$ cat config.mk
export PLATFORM = sky130hd
export DESIGN_NAME = cu_graph_algorithm_control
export DESIGN_NICKNAME = d
export VERILOG_FILES = /design/src/logic/graph_pkg.sv /design/src/logic/cu_port_if.sv /design/src/logic/cu_graph_algorithm_control.sv /design/src/logic/cu_vertex_accumulate.sv /design/src/logic/rr_arbiter_1_to_n.sv /design/src/logic/rr_arbiter_n_to_1.sv /design/src/logic/fifo.sv
export VERILOG_INCLUDE_DIRS = /design/src /design/src/logic
export SDC_FILE = /design/constraint.sdc
export NUM_CORES = 2
export LEC_CHECK = 0
export ABC_AREA = 1
export BUFFER_PORTS_ARGS = -buffer_cell sky130_fd_sc_hd__buf_2
export CAP_MARGIN = 20
export CORE_MARGIN = 2
export CORE_UTILIZATION = 56
export CTS_CLUSTER_DIAMETER = 120
export DETAILED_ROUTE_END_ITERATION = 10
export PLACE_DENSITY_LB_ADDON = 0.25
export SLEW_MARGIN = 20
export SYNTH_ARGS = -nofsm -noshare
export SYNTH_HDL_FRONTEND = slang
export SYNTH_SLANG_ARGS = --single-unit
export TNS_END_PERCENT = 5
$ cat constraint.sdc
create_clock -name clock -period 5.1 [get_ports clock]
set_input_delay 1.275 -clock clock [delete_from_list [all_inputs] [get_ports clock]]
set_output_delay 1.275 -clock clock [all_outputs]
set_load 0.01 [all_outputs]
$ cat src/logic/graph_defs.svh
`ifndef GRAPH_DEFS_SVH
`define GRAPH_DEFS_SVH

// Compute units and the tag that routes responses back to them
`define NUM_VERTEX_CU 4
`define CU_ID_BITS 2

// Field widths
`define VERTEX_ID_BITS 16
`define WEIGHT_BITS 16
`define DATA_BITS 32
`define ADDR_BITS 32

// Buffer sizing
`define JOB_FIFO_DEPTH 8
`define CMD_FIFO_DEPTH 4
`define FIFO_ALFULL_MARGIN 2

// Results land above the vertex value area
`define RESULT_BASE 32'h0001_0000

`endif
$ cat src/logic/graph_pkg.sv
`include "graph_defs.svh"

package graph_pkg;

	// One 33-bit vertex job from the job stream
	typedef struct packed {
		logic                       valid;
		logic [`VERTEX_ID_BITS-1:0] vertex_id;
		logic [`WEIGHT_BITS-1:0]    weight;
	} vertex_job_t;

	// Read or write request toward memory
	typedef struct packed {
		logic                   valid;
		logic                   is_write;
		logic [`CU_ID_BITS-1:0] cu_id;
		logic [`ADDR_BITS-1:0]  address;
		logic [`DATA_BITS-1:0]  data;
	} command_t;

	// Memory answer tagged with the issuing CU
	typedef struct packed {
		logic                   valid;
		logic [`CU_ID_BITS-1:0] cu_id;
		logic [`DATA_BITS-1:0]  data;
	} response_t;

	typedef struct packed {
		logic valid;
		logic empty;
		logic alfull;
		logic full;
	} buffer_status_t;

	// Round-robin pick shared by both arbiters
	// Returns the first set request at or after pointer, or -1 when none
	function automatic int rr_pick(input logic [31:0] requests, input int pointer, input int n);
		int idx;
		rr_pick = -1;
		for (int k = n - 1; k >= 0; k--) begin
			idx = pointer + k;
			if (idx >= n) begin
				idx = idx - n;
			end
			if (requests[idx]) begin
				rr_pick = idx;
			end
		end
	endfunction

endpackage

$ cat src/logic/cu_port_if.sv
// All signals between the controller and one compute unit
interface cu_port_if;
	import graph_pkg::*;

	// Controller to CU
	vertex_job_t    job;
	response_t      read_response;
	response_t      write_response;
	buffer_status_t read_status;
	buffer_status_t write_status;

	// CU to controller
	logic           job_request;
	command_t       read_command;
	command_t       write_command;

	modport ctrl (
		output job,
		output read_response,
		output write_response,
		output read_status,
		output write_status,
		input  job_request,
		input  read_command,
		input  write_command
	);

	modport cu (
		input  job,
		input  read_response,
		input  write_response,
		input  read_status,
		input  write_status,
		output job_request,
		output read_command,
		output write_command
	);

endinterface

$ cat src/logic/cu_graph_algorithm_control.sv
`include "graph_defs.svh"

module cu_graph_algorithm_control #(
	parameter int NUM_VERTEX_CU = `NUM_VERTEX_CU
) (
	input  logic                       clock,
	input  logic                       rstn,
	input  logic                       enabled,
	input  graph_pkg::vertex_job_t     vertex_job,
	input  graph_pkg::buffer_status_t  vertex_buffer_status,
	input  graph_pkg::buffer_status_t  read_buffer_status,
	input  graph_pkg::buffer_status_t  write_buffer_status,
	input  graph_pkg::response_t       read_response_in,
	input  graph_pkg::response_t       write_response_in,
	output graph_pkg::command_t        read_command_out,
	output graph_pkg::command_t        write_command_out,
	output logic                       vertex_job_request,
	output logic [`VERTEX_ID_BITS-1:0] vertex_job_counter_done
);
	import graph_pkg::*;

	// Registered inputs
	vertex_job_t    vertex_job_latched;
	response_t      read_response_latched;
	response_t      write_response_latched;

	// Job buffer
	buffer_status_t job_buffer_status;
	vertex_job_t    job_head;
	logic           job_pop;

	// Per-CU traffic
	vertex_job_t                job_cu [NUM_VERTEX_CU];
	logic [NUM_VERTEX_CU-1:0]   job_request_cu;
	command_t                   read_head_cu [NUM_VERTEX_CU];
	command_t                   write_head_cu [NUM_VERTEX_CU];
	logic [NUM_VERTEX_CU-1:0]   read_request_cu;
	logic [NUM_VERTEX_CU-1:0]   read_ready_cu;
	logic [NUM_VERTEX_CU-1:0]   write_request_cu;
	logic [NUM_VERTEX_CU-1:0]   write_ready_cu;
	response_t                  read_steer [NUM_VERTEX_CU];
	response_t                  write_steer [NUM_VERTEX_CU];
	response_t                  read_response_cu [NUM_VERTEX_CU];
	response_t                  write_response_cu [NUM_VERTEX_CU];
	logic [`VERTEX_ID_BITS-1:0] completed_cu [NUM_VERTEX_CU];
	logic [`VERTEX_ID_BITS-1:0] completed_sum;

	// Arbiter results before the output registers
	command_t read_command_arb;
	command_t write_command_arb;

	cu_port_if cu_port [NUM_VERTEX_CU] ();

	////////////////////////////////////////////////////////////
	// Input and output registers
	////////////////////////////////////////////////////////////

	always_ff @(posedge clock or negedge rstn) begin
		if (!rstn) begin
			vertex_job_latched     <= '0;
			read_response_latched  <= '0;
			write_response_latched <= '0;
		end else if (enabled) begin
			vertex_job_latched     <= vertex_job;
			read_response_latched  <= read_response_in;
			write_response_latched <= write_response_in;
		end
	end

	always_ff @(posedge clock or negedge rstn) begin
		if (!rstn) begin
			read_command_out   <= '0;
			write_command_out  <= '0;
			vertex_job_request <= 1'b0;
		end else begin
			read_command_out   <= read_command_arb;
			write_command_out  <= write_command_arb;
			// Margin in the job FIFO covers jobs already on their way in
			vertex_job_request <= enabled && !vertex_buffer_status.empty &&
				!job_buffer_status.alfull;
		end
	end

	////////////////////////////////////////////////////////////
	// Job buffer and dispatch to the CUs
	////////////////////////////////////////////////////////////

	fifo #(
		.payload_t(vertex_job_t),
		.DEPTH    (`JOB_FIFO_DEPTH)
	) job_fifo (
		.clock   (clock),
		.rstn    (rstn),
		.push    (vertex_job_latched.valid && enabled),
		.data_in (vertex_job_latched),
		.pop     (job_pop),
		.data_out(job_head),
		.valid   (job_buffer_status.valid),
		.empty   (job_buffer_status.empty),
		.alfull  (job_buffer_status.alfull),
		.full    (job_buffer_status.full)
	);

	rr_arbiter_1_to_n #(
		.NUM_REQUESTS(NUM_VERTEX_CU),
		.payload_t   (vertex_job_t)
	) job_arbiter (
		.clock       (clock),
		.rstn        (rstn),
		.enabled     (enabled),
		.buffer_in   (job_head),
		.buffer_empty(job_buffer_status.empty),
		.requests    (job_request_cu),
		.arbiter_out (job_cu),
		.ready       (job_pop)
	);

	////////////////////////////////////////////////////////////
	// Response steering by cu_id
	////////////////////////////////////////////////////////////

	always_comb begin
		for (int i = 0; i < NUM_VERTEX_CU; i++) begin
			read_steer[i]  = '0;
			write_steer[i] = '0;
			if (read_response_latched.valid && read_response_latched.cu_id == `CU_ID_BITS'(i)) begin
				read_steer[i] = read_response_latched;
			end
			if (write_response_latched.valid &&
				write_response_latched.cu_id == `CU_ID_BITS'(i)) begin
				write_steer[i] = write_response_latched;
			end
		end
	end

	// Held while disabled so a waiting CU still sees its answer
	always_ff @(posedge clock or negedge rstn) begin
		if (!rstn) begin
			read_response_cu  <= '{default: '0};
			write_response_cu <= '{default: '0};
		end else if (enabled) begin
			read_response_cu  <= read_steer;
			write_response_cu <= write_steer;
		end
	end

	////////////////////////////////////////////////////////////
	// Compute units and their command FIFOs
	////////////////////////////////////////////////////////////

	for (genvar i = 0; i < NUM_VERTEX_CU; i++) begin : gen_cu
		assign cu_port[i].job            = job_cu[i];
		assign cu_port[i].read_response  = read_response_cu[i];
		assign cu_port[i].write_response = write_response_cu[i];
		assign job_request_cu[i]         = cu_port[i].job_request;

		// Port alfull stops all CUs at once
		assign read_request_cu[i]  = !cu_port[i].read_status.empty && !read_buffer_status.alfull;
		assign write_request_cu[i] = !cu_port[i].write_status.empty && !write_buffer_status.alfull;

		fifo #(
			.payload_t(command_t),
			.DEPTH    (`CMD_FIFO_DEPTH)
		) read_command_fifo (
			.clock   (clock),
			.rstn    (rstn),
			.push    (cu_port[i].read_command.valid),
			.data_in (cu_port[i].read_command),
			.pop     (read_ready_cu[i]),
			.data_out(read_head_cu[i]),
			.valid   (cu_port[i].read_status.valid),
			.empty   (cu_port[i].read_status.empty),
			.alfull  (cu_port[i].read_status.alfull),
			.full    (cu_port[i].read_status.full)
		);

		fifo #(
			.payload_t(command_t),
			.DEPTH    (`CMD_FIFO_DEPTH)
		) write_command_fifo (
			.clock   (clock),
			.rstn    (rstn),
			.push    (cu_port[i].write_command.valid),
			.data_in (cu_port[i].write_command),
			.pop     (write_ready_cu[i]),
			.data_out(write_head_cu[i]),
			.valid   (cu_port[i].write_status.valid),
			.empty   (cu_port[i].write_status.empty),
			.alfull  (cu_port[i].write_status.alfull),
			.full    (cu_port[i].write_status.full)
		);

		cu_vertex_accumulate #(
			.CU_ID(i)
		) cu (
			.clock    (clock),
			.rstn     (rstn),
			.enabled  (enabled),
			.port     (cu_port[i].cu),
			.completed(completed_cu[i])
		);
	end

	////////////////////////////////////////////////////////////
	// Command merge onto the memory ports
	////////////////////////////////////////////////////////////

	rr_arbiter_n_to_1 #(
		.NUM_REQUESTS(NUM_VERTEX_CU),
		.payload_t   (command_t)
	) read_command_arbiter (
		.clock      (clock),
		.rstn       (rstn),
		.enabled    (enabled),
		.requests   (read_request_cu),
		.buffer_in  (read_head_cu),
		.arbiter_out(read_command_arb),
		.ready      (read_ready_cu)
	);

	rr_arbiter_n_to_1 #(
		.NUM_REQUESTS(NUM_VERTEX_CU),
		.payload_t   (command_t)
	) write_command_arbiter (
		.clock      (clock),
		.rstn       (rstn),
		.enabled    (enabled),
		.requests   (write_request_cu),
		.buffer_in  (write_head_cu),
		.arbiter_out(write_command_arb),
		.ready      (write_ready_cu)
	);

	// Done count is the total over all units
	always_comb begin
		completed_sum = '0;
		for (int i = 0; i < NUM_VERTEX_CU; i++) begin
			completed_sum = completed_sum + completed_cu[i];
		end
	end

	always_ff @(posedge clock or negedge rstn) begin
		if (!rstn) begin
			vertex_job_counter_done <= '0;
		end else if (enabled) begin
			vertex_job_counter_done <= completed_sum;
		end
	end

	// Arbiter plus output register drain within two cycles of alfull
	assert property (@(posedge clock) disable iff (!rstn)
		$past(read_buffer_status.alfull, 2) && $past(read_buffer_status.alfull)
		|-> !read_command_out.valid)
		else $error("read command issued under alfull");
	assert property (@(posedge clock) disable iff (!rstn)
		$past(write_buffer_status.alfull, 2) && $past(write_buffer_status.alfull)
		|-> !write_command_out.valid)
		else $error("write command issued under alfull");

endmodule

$ cat src/logic/cu_vertex_accumulate.sv
`include "graph_defs.svh"

module cu_vertex_accumulate #(
	parameter int CU_ID = 0
) (
	input  logic                       clock,
	input  logic                       rstn,
	input  logic                       enabled,
	cu_port_if.cu                      port,
	output logic [`VERTEX_ID_BITS-1:0] completed
);
	import graph_pkg::*;

	typedef enum logic [2:0] {
		S_IDLE,
		S_READ,
		S_READ_WAIT,
		S_WRITE,
		S_WRITE_WAIT
	} state_t;

	state_t                     state;
	command_t                   read_command_q;
	command_t                   write_command_q;
	logic [`VERTEX_ID_BITS-1:0] vertex_id;
	logic [`WEIGHT_BITS-1:0]    weight;
	logic [`DATA_BITS-1:0]      sum;
	logic                       take_job;
	logic                       take_read;

	assign port.job_request  = (state == S_IDLE);
	assign port.read_command  = read_command_q;
	assign port.write_command = write_command_q;

	assign take_job  = enabled && (state == S_IDLE) && port.job.valid;
	assign take_read = enabled && (state == S_READ_WAIT) && port.read_response.valid;

	// Job fields and the accumulated value
	always_ff @(posedge clock) begin
		if (take_job) begin
			vertex_id <= port.job.vertex_id;
			weight    <= port.job.weight;
		end
		if (take_read) begin
			sum <= port.read_response.data + `DATA_BITS'(weight);
		end
	end

	always_ff @(posedge clock or negedge rstn) begin
		if (!rstn) begin
			state           <= S_IDLE;
			read_command_q  <= '0;
			write_command_q <= '0;
			completed       <= '0;
		end else begin
			// Commands are one-cycle pushes into this CU's FIFOs
			read_command_q  <= '0;
			write_command_q <= '0;
			if (enabled) begin
				case (state)
					S_IDLE: begin
						if (port.job.valid) begin
							state <= S_READ;
						end
					end
					S_READ: begin
						if (!port.read_status.alfull) begin
							read_command_q <= '{valid: 1'b1, is_write: 1'b0,
								cu_id: `CU_ID_BITS'(CU_ID),
								address: `ADDR_BITS'(vertex_id), data: '0};
							state <= S_READ_WAIT;
						end
					end
					S_READ_WAIT: begin
						if (port.read_response.valid) begin
							state <= S_WRITE;
						end
					end
					S_WRITE: begin
						if (!port.write_status.alfull) begin
							write_command_q <= '{valid: 1'b1, is_write: 1'b1,
								cu_id: `CU_ID_BITS'(CU_ID),
								address: `RESULT_BASE + `ADDR_BITS'(vertex_id), data: sum};
							state <= S_WRITE_WAIT;
						end
					end
					S_WRITE_WAIT: begin
						if (port.write_response.valid) begin
							completed <= completed + 1'b1;
							state     <= S_IDLE;
						end
					end
					default: state <= S_IDLE;
				endcase
			end
		end
	end

	// Steering must only deliver what this unit asked for
	assert property (@(posedge clock) disable iff (!rstn)
		port.read_response.valid |-> state == S_READ_WAIT)
		else $error("cu %0d: unexpected read response", CU_ID);
	assert property (@(posedge clock) disable iff (!rstn)
		port.write_response.valid |-> state == S_WRITE_WAIT)
		else $error("cu %0d: unexpected write response", CU_ID);

endmodule

$ cat src/logic/rr_arbiter_1_to_n.sv
module rr_arbiter_1_to_n #(
	parameter int  NUM_REQUESTS = 4,
	parameter type payload_t    = logic
) (
	input  logic                    clock,
	input  logic                    rstn,
	input  logic                    enabled,
	input  payload_t                buffer_in,
	input  logic                    buffer_empty,
	input  logic [NUM_REQUESTS-1:0] requests,
	output payload_t                arbiter_out [NUM_REQUESTS],
	output logic                    ready
);
	import graph_pkg::*;

	localparam int PTR_BITS = (NUM_REQUESTS > 1) ? $clog2(NUM_REQUESTS) : 1;

	logic [PTR_BITS-1:0] pointer;
	int                  pick;

	// Nothing is handed out without a head entry
	always_comb begin
		if (enabled && !buffer_empty) begin
			pick = rr_pick(32'(requests), int'(pointer), NUM_REQUESTS);
		end else begin
			pick = -1;
		end
	end

	assign ready = (pick >= 0);

	// Only the chosen requester sees a valid payload
	always_comb begin
		for (int i = 0; i < NUM_REQUESTS; i++) begin
			arbiter_out[i] = (pick == i) ? buffer_in : '0;
		end
	end

	always_ff @(posedge clock or negedge rstn) begin
		if (!rstn) begin
			pointer <= '0;
		end else if (ready) begin
			if (pick == NUM_REQUESTS - 1) begin
				pointer <= '0;
			end else begin
				pointer <= PTR_BITS'(pick + 1);
			end
		end
	end

endmodule

$ cat src/logic/rr_arbiter_n_to_1.sv
module rr_arbiter_n_to_1 #(
	parameter int  NUM_REQUESTS = 4,
	parameter type payload_t    = logic
) (
	input  logic                    clock,
	input  logic                    rstn,
	input  logic                    enabled,
	input  logic [NUM_REQUESTS-1:0] requests,
	input  payload_t                buffer_in [NUM_REQUESTS],
	output payload_t                arbiter_out,
	output logic [NUM_REQUESTS-1:0] ready
);
	import graph_pkg::*;

	localparam int PTR_BITS = (NUM_REQUESTS > 1) ? $clog2(NUM_REQUESTS) : 1;

	logic [PTR_BITS-1:0] pointer;
	int                  pick;
	logic                grant;

	// Search begins at the pointer so every source gets a turn
	always_comb begin
		pick = rr_pick(32'(requests), int'(pointer), NUM_REQUESTS);
	end

	assign grant = enabled && (pick >= 0);

	// One-hot pop back to the granted FIFO
	always_comb begin
		ready = '0;
		if (grant) begin
			ready[pick] = 1'b1;
		end
	end

	always_ff @(posedge clock or negedge rstn) begin
		if (!rstn) begin
			pointer     <= '0;
			arbiter_out <= '0;
		end else if (grant) begin
			arbiter_out <= buffer_in[pick];
			// Granted source moves to lowest priority
			if (pick == NUM_REQUESTS - 1) begin
				pointer <= '0;
			end else begin
				pointer <= PTR_BITS'(pick + 1);
			end
		end else begin
			// Empty slot while the pointer keeps its place
			arbiter_out <= '0;
		end
	end

endmodule

$ cat src/logic/fifo.sv
`include "graph_defs.svh"

module fifo #(
	parameter type payload_t = logic,
	parameter int  DEPTH     = 4
) (
	input  logic     clock,
	input  logic     rstn,
	input  logic     push,
	input  payload_t data_in,
	input  logic     pop,
	output payload_t data_out,
	output logic     valid,
	output logic     empty,
	output logic     alfull,
	output logic     full
);

	localparam int PTR_BITS   = (DEPTH > 1) ? $clog2(DEPTH) : 1;
	localparam int COUNT_BITS = $clog2(DEPTH + 1);

	payload_t              mem [DEPTH];
	logic [PTR_BITS-1:0]   wr_ptr;
	logic [PTR_BITS-1:0]   rd_ptr;
	logic [COUNT_BITS-1:0] count;
	logic                  do_push;
	logic                  do_pop;

	function automatic logic [PTR_BITS-1:0] next_ptr(input logic [PTR_BITS-1:0] ptr);
		return (ptr == PTR_BITS'(DEPTH - 1)) ? '0 : ptr + 1'b1;
	endfunction

	assign do_push = push && !full;
	assign do_pop  = pop && !empty;

	// Status flags
	assign empty  = (count == '0);
	assign full   = (count == COUNT_BITS'(DEPTH));
	assign alfull = (count >= COUNT_BITS'(DEPTH - `FIFO_ALFULL_MARGIN));
	assign valid  = !empty;

	// Head is visible without a pop
	assign data_out = mem[rd_ptr];

	always_ff @(posedge clock) begin
		if (do_push) begin
			mem[wr_ptr] <= data_in;
		end
	end

	always_ff @(posedge clock or negedge rstn) begin
		if (!rstn) begin
			wr_ptr <= '0;
			rd_ptr <= '0;
			count  <= '0;
		end else begin
			if (do_push) begin
				wr_ptr <= next_ptr(wr_ptr);
			end
			if (do_pop) begin
				rd_ptr <= next_ptr(rd_ptr);
			end
			case ({do_push, do_pop})
				2'b10:   count <= count + 1'b1;
				2'b01:   count <= count - 1'b1;
				default: count <= count;
			endcase
		end
	end

	// Writers must watch alfull, readers must watch empty
	assert property (@(posedge clock) disable iff (!rstn) push |-> !full)
		else $error("fifo: push while full");
	assert property (@(posedge clock) disable iff (!rstn) pop |-> !empty)
		else $error("fifo: pop while empty");

endmodule

; Word level (Yosys, flattened, before mapping)
; Memory sizes are Yosys's and may differ from the RTL's.
; Index checks and enable logic that the tools add are counted.
[totals]
regBits = 1476
latch_bits = 0
ramBits = 2440
romBits = 0
in_bits = 118
wordCells = 653
n_memories = 9
[mem_list]
columns = memory, depth, width, rd, rd_clocked_by_memory_dff, wr, line_no
row1 = gen_cu[0].read_command_fifo.mem, 4, 68, 1, 0, 1, fifo.sv:22  ; payload_t mem [DEPTH];
row2 = gen_cu[0].write_command_fifo.mem, 4, 68, 1, 0, 1, fifo.sv:22
row3 = gen_cu[1].read_command_fifo.mem, 4, 68, 1, 0, 1, fifo.sv:22
row4 = gen_cu[1].write_command_fifo.mem, 4, 68, 1, 0, 1, fifo.sv:22
row5 = gen_cu[2].read_command_fifo.mem, 4, 68, 1, 0, 1, fifo.sv:22
row6 = gen_cu[2].write_command_fifo.mem, 4, 68, 1, 0, 1, fifo.sv:22
row7 = +3 memories, -, -, -, -, -, -
[classes]
n_addsub = 75
mul = 0
div = 0
n_lt_le_gt_ge = 42
eq_ne = 92
shift = 0
muxes = 187
n_bitwise = 2
n_reduce_logical = 113
[ops]
columns = cell, n
row1 = 2-to-1 mux 68 bit, 30
row2 = 2-to-1 mux 32 bit, 29
row3 = less-than comparator 32 x 7 -> 1 bit (second input constant), 12
row4 = >= comparator 32 x 4 -> 1 bit (second input constant), 9
row5 = subtractor 32 x 4 -> 32 bit (second input constant), 9
row6 = 2-to-1 mux 35 bit, 8
row7 = binary-select mux 68 bit (select 2 bit), 2
row8 = >= comparator 32 x 1 -> 1 bit (second input constant), 5
row9 = 2-to-1 mux 33 bit, 4
row10 = adder 32 x 16 -> 32 bit, 4
row11 = equality test 32 x 3 -> 1 bit (second input constant), 4
row12 = adder 17 x 16 -> 18 bit (first input constant), 4
row13 = 2-to-1 mux 3 bit, 22
row14 = adder 16 x 1 -> 16 bit (second input constant), 4
row15 = >= comparator 32 x 3 -> 1 bit (second input constant), 2
row16 = less-than comparator 32 x 4 -> 1 bit (second input constant), 2
row17 = NOT 32 bit, 2
row18 = binary-select mux 1 bit (select 5 bit), 12
row19 = one-hot mux 3 bit (5 select lines), 4
row20 = equality test 2 bit (second input constant), 29
row21 = logical AND 1 bit, 58
row22 = adder 16 bit, 3
row23 = one-hot mux 3 bit (2 select lines), 8
row24 = 2-to-1 mux 1 bit, 44
row25 = 32 further kinds, 201

; Depth between registers and ports, before layout
[logic_depth]
word_depth = 18
mapped_depth = 22
depth_no_buf = 21

; Hierarchy
; Synthesis repeated with hierarchy kept, for this count alone.
[hier_totals]
cells_unflattened = 15125
hier_area_um2 = 162772.4
[by_module_without_submodules]
columns = mod, instances, cells_per_inst, area_per_inst_um2
row1 = fifo at gen_cu[0].write_command_fifo ..., 4, 855, 11173.2
row2 = fifo at gen_cu[0].read_command_fifo ..., 4, 855, 11172.0
row3 = cu_vertex_accumulate at gen_cu[0].cu ..., 3, 787, 7298.2
row4 = cu_graph_algorithm_control, 1, 1846, 19560.0
row5 = fifo at job_fifo, 1, 1232, 12069.1
row6 = cu_vertex_accumulate at gen_cu[3].cu, 1, 797, 7268.2
row7 = rr_arbiter_n_to_1 at write_command_arbiter, 1, 897, 5681.7
row8 = rr_arbiter_n_to_1 at read_command_arbiter, 1, 897, 5671.7
row9 = rr_arbiter_1_to_n, 1, 255, 1246.2

; Least setup slack after synthesis
; Ideal clock, no wire load.
[synth_path]
path_kind = input -> register
from = input enabled
to = register gen_cu[1].cu.vertex_id[0] (enable)
t_arrival_ns = 4.671
required_time_ns = 4.639
path_slack_ns = -0.032
cell_stages = 8
path_buffers = 1
path_cell_list = buf_4 inv_2 a31oi_1 nand3_1 a31oi_1 ha_1 nand4_1 nor3_1
[synth_between]
elab_chain_cells = 5
elab_cells_between_ends = 6
cone_classes = 1 x eq/ne / 2 x mux / 3 x reduce/logical
[synth_lines]
columns = item, line_no
row1 = from (decl), cu_graph_algorithm_control.sv:8  ; input logic enabled,
row2 = logical AND 1 bit, rr_arbiter_1_to_n.sv:23  ; if (enabled && !buffer_empty) begin
row3 = 2-to-1 mux 32 bit, rr_arbiter_1_to_n.sv:23
row4 = equality test 32 x 2 -> 1 bit, rr_arbiter_1_to_n.sv:35  ; arbiter_out[i] = (pick == i) ? buffer_in : '0;
row5 = 2-to-1 mux 33 bit, rr_arbiter_1_to_n.sv:35
row6 = logical AND 1 bit (*), cu_vertex_accumulate.sv:35  ; assign take_job = enabled && (state == S_IDLE) && port.job.valid;
row7 = via gen_cu[1].cu.take_job, cu_vertex_accumulate.sv:28  ; logic take_job;
row8 = to (signal assigned), cu_vertex_accumulate.sv:41  ; vertex_id <= port.job.vertex_id;
row9 = to (decl), cu_vertex_accumulate.sv:25  ; logic [`VERTEX_ID_BITS-1:0] vertex_id;
; Mark *: on every way through the listed nets, which the timed path passes. The rest lies on a longest branch.
; A chain may end at the register's enable or synchronous reset.

; Final worst setup path
[layout_path]
from = register gen_cu[2].read_command_fifo.count[1]
to = register gen_cu[2].read_command_fifo.count[2]
[layout_between]
elab_chain_cells = 18
elab_cells_between_ends = 37
cone_classes = 2 x add/sub / 3 x order compare / 3 x eq/ne / 20 x mux / 9 x reduce/logical
[layout_lines]
columns = item, line_no
row1 = from (decl), fifo.sv:25  ; logic [COUNT_BITS-1:0] count;
row2 = from (signal assigned), fifo.sv:64  ; 2'b10: count <= count + 1'b1;
row3 = from (signal assigned), fifo.sv:65  ; 2'b01: count <= count - 1'b1;
row4 = from (signal assigned), fifo.sv:66  ; default: count <= count;
row5 = zero test 3 bit (*), fifo.sv:37  ; assign empty = (count == '0);
row6 = zero test 1 bit (*), "cu_graph_algorithm_control.sv:158, fifo.sv:34"
row7 = logical AND 1 bit, cu_graph_algorithm_control.sv:158  ; assign read_request_cu[i] = !cu_port[i].read_status.empty && !read_buffer_status.alfull;
row8 = binary-select mux 1 bit (select 5 bit), graph_pkg.sv:45  ; if (requests[idx]) begin
row9 = 2-to-1 mux 1 bit (implied by the code) (2 in series), graph_pkg.sv:45
row10 = 2-to-1 mux 32 bit (4 in series), graph_pkg.sv:45
row11 = >= comparator 32 x 1 -> 1 bit / less-than comparator 32 x 4 -> 1 bit (equally long branches), "rr_arbiter_n_to_1.sv:26, rr_arbiter_n_to_1.sv:32"
row12 = logical AND 1 bit (implied by the code), rr_arbiter_n_to_1.sv:32  ; ready[pick] = 1'b1;
row13 = 2-to-1 mux 1 bit (implied by the code), rr_arbiter_n_to_1.sv:32
row14 = demux 1 bit (select 2 bit), -
row15 = 2-to-1 mux 4 bit, rr_arbiter_n_to_1.sv:31  ; if (grant) begin
row16 = logical AND 1 bit (*), fifo.sv:34  ; assign do_pop = pop && !empty;
row17 = via gen_cu[2].read_command_fifo.do_pop, fifo.sv:27  ; logic do_pop;
row18 = equality test 2 x 1 -> 1 bit / equality test 2 bit (equally long branches), fifo.sv:63  ; case ({do_push, do_pop})
row19 = one-hot mux 3 bit (2 select lines) / nonzero test 2 bit (equally long branches), -
; Mark *: on every way through the listed nets, which the timed path passes. The rest lies on a longest branch. The select of a mux whose other input is x is not followed.

==> impl_metrics.toml <==
[run_status]
status = "finished, final reports clean"

[placed_design]
io_buffers = 165
dp_cells = 10100
hpwlAfterDp_mm = 152
routabilityCongestion = 0.892

[sta]
slew_viol_final = 0
rsz0062_at_grt = "false"
relSlewSlack = 0.224
min_period_ns = 3.84
hold_ws_ns = 0.322
worst_slew_pin_slew_ns = 1.16
fin_crit_sh = 0.752
finalSetupViolations = 0
finalSetupTns_ns = 0
hold_violations = 0
skew_ns = 0.0501
max_freq_mhz = 261

[logic_synthesis]
avgSynthCellArea_um2 = 11.9
synth_edf_count = 1576
synthAdderAreaFrac = 0.0297
synth.most_common_cell = "edfxtp_1"
yosysWarnings = 0
synth_compound_area_frac = 0.0838
synth_top_area_frac = 0.498
synth_common_cells = "edfxtp_1 (1576), nand2_1 (1347), nor2_1 (1037)"
synth_seq_area_share = 0.702
synth_seq_cells = 2352
synth_area_um2 = 95000
synth_mux_area_frac = 0.000237
synthXorXnorAreaFrac = 0.0184
synth_top_area_cell = "edfxtp_1"
netlist_instances = 7972
synth-async-reset-ratio = 0.330
synthSimpleGateAreaFrac = 0.120
synth_top_family_by_area = "simple AND/OR/NAND/NOR gates"
ys_types = 60
synth_area_leaders = "edfxtp_1 (50%), dfrtp_1 (20%), nand2_1 (5.3%)"
synth-main-ff-cell = "edfxtp_1"

[clock_tree]
insertion_delay_ns = 0.88
holdBufCountCts = 0
post_cts_buffers = 0
cts_tree = "built"
cts_root_buffer = "clkbuf_16"
clock-sinks = 2352
cts_buffers = 224
clkTransAtPathRegs_ns = 0.06
cts_resized = 0
cts_htree_levels = 4
clockBufferDepth = 3

[critical_path]
worst_setup_path_end_kind = "register"
cp_max_fo = 17
crit_family = "simple AND/OR/NAND/NOR gates"
crit_start = "gen_cu[2].read_command_fifo.count[1]"
slowest_stage = "nor2_1"
worstSetupPathType = "reg -> reg"
ff2ff_path_depth = 20
r2r_slack_ns = 1.26
crit_top_cell = "nand2_1"
arrival_ns = 4.58
critPathLaunchType = "register"
critPathMaxStageDelay_ns = 0.59
crit_chain = "nor2_1 > nand2_1 > nand3_1 > nand3_1 > nand3_1 > nand2_1 > inv_1 > nand2_1 > nand2_1 > nand2_2 > nor2_2 > buf_4 > nand2_1 > inv_1 > ha_1 > inv_1 > fa_1 > a21oi_1 > o21ai_0 > xor2_1"
required_ns = 5.85
cp_num_buf_inv = 4
timing.rr.end = "gen_cu[2].read_command_fifo.count[2]"
r2r-start = "gen_cu[2].read_command_fifo.count[1]"

[route]
route.detailed.drc = 0
drtIter0Drc = 6497
drt_wl_total_mm = 230
avgRoutedWirePerCell_um = 21.7
ant_nets = 0
num_vias = 60500
vias_per_cell = 5.73
dr.pass1.iters = 9

[power_and_ir_drop]
ir_worst_vdd_mv = 0.565
total_power_w = 0.0580
p_leak_nw = 43.3
power.density_nw_per_um2 = 547

[final_layout]
drive_gt1_frac = 0.0957
regArea_um2 = 66800
multiInputGateArea_um2 = 24600
n_fill_cell = 12700
fin_cells = 10600
area_growth_pct = 11.5
final_net_count = 8462

[global_route]
antenna_found_initial = 7
first_global_vias = 58300
grt_max_degree = 102
grt_pass1_wl_mm = 351
overflow = 0
grt_usage = 0.266

[floorplan]
top_level_ports = 271
die_w_um = 416
start_util = 0.563
core_um2 = 169000
dieArea_um2 = 173000
rows = 151
die_h_um = 416

[hold_path]
hold_depth = 0
hold_class = "reg -> reg"
holdCritStartpoint = "write_command_arbiter.arbiter_out[46]"
holdPathEnd = "write_command_out[46]"

[flow_run]
maxCapViolCount = 0
per-stage QoR:
stage	setup WS, ns	util	area [um2]
global route	0.959	0.628	106000
floorplan	0.213	-	95300
finish	1.26	0.628	106000
detailed placement	0.866	0.582	98400
CTS	1.27	0.627	106000
global placement	0.874	0.582	98400
state kept, by name, summed over array words and instances, names as in the netlist, 12 cells and up:
name                               cells
gen_cu.cu.port.write_command         196
gen_cu.cu.vertex_id                   64
read_command_arbiter.arbiter_out      19
job_fifo.mem                         264
gen_cu.cu.completed                   64
vertex_job_counter_done               16
gen_cu.cu.sum                        128
gen_cu.read_command_fifo.mem         272
vertex_job_latched                    33
gen_cu.cu.port.read_command           68
read_command_out                      19
cu_port.read_response                132
read_response_latched                 35
gen_cu.read_command_fifo.count        12
gen_cu.cu.weight                      64
write_command_arbiter.arbiter_out     51
gen_cu.cu.state                       12
gen_cu.write_command_fifo.count       12
gen_cu.write_command_fifo.mem        784
write_command_out                     51
worst max-delay path by stage:
| stage | to | slack [ns] | cells after the start |
|---|---|---|---|
| finish | gen_cu[2].read_command_fifo.count[2] | 1.26 | 20 |
| global route | gen_cu[2].read_command_fifo.count[2] | 0.96 | 20 |
| CTS | gen_cu[2].read_command_fifo.count[2] | 1.27 | 20 |
| detailed placement | gen_cu[1].read_command_fifo.count[2] | 0.87 | 19 |
| global placement | gen_cu[1].read_command_fifo.count[2] | 0.87 | 19 |
| floorplan | gen_cu[3].cu.vertex_id[0] | 0.21 | 9 |
power breakdown:
group          total [W]  switching (W)  internal [W]
sequential        0.0231       0.000994        0.0222
combinational     0.0181         0.0132       0.00495
clock             0.0167        0.00725       0.00947
total             0.0580         0.0214        0.0366
cell type report:
class / instances / area share
antenna: 2 / 0.0000472
clock buffer: 315 / 0.0596
clock inverter: 115 / 0.0117
inverter: 607 / 0.0216
multi-input combinational: 4655 / 0.232
sequential: 2352 / 0.630
tap: 2218 / 0.0262
timing repair buffer: 304 / 0.0193
layer usage:
metal  global-route usage  part of all wire
met5                    0           0.00011
met4               0.0642             0.021
met3               0.0544             0.094
met2                0.401              0.45
met1                0.400              0.43
cells in the final DEF, fill, tap and decap left out, drive strengths merged, types with 15 or more instances in the layout:
cell / Yosys / final
a21oi: 245 / 245
a32o: 128 / 128
buf: 145 / 304
bufinv: 0 / 15
clkbuf: 274 / 315
clkinv: 6 / 90
conb: 1 / 64
dfrtp: 776 / 776
edfxtp: 1576 / 1576
fa: 43 / 43
ha: 157 / 157
inv: 601 / 607
nand2: 1364 / 1364
nand3: 312 / 312
nand4: 40 / 40
nor2: 1045 / 1045
nor3: 54 / 54
o21ai: 649 / 649
o221ai: 35 / 35
o22ai: 229 / 229
xnor2: 66 / 66
xor2: 134 / 134
kinds of logic (layout without fill, tap and decap cells):
logic type / Yosys count / in the layout
compound gates: 1348 / 1348
xor+xnor: 200 / 200
fa+ha+maj: 200 / 200
buf+inv: 1028 / 1341
flops: 2352 / 2352
mux: 2 / 2
other cells: 1 / 66
simple gates: 2841 / 2841
(Power assumes the default switching activity.)
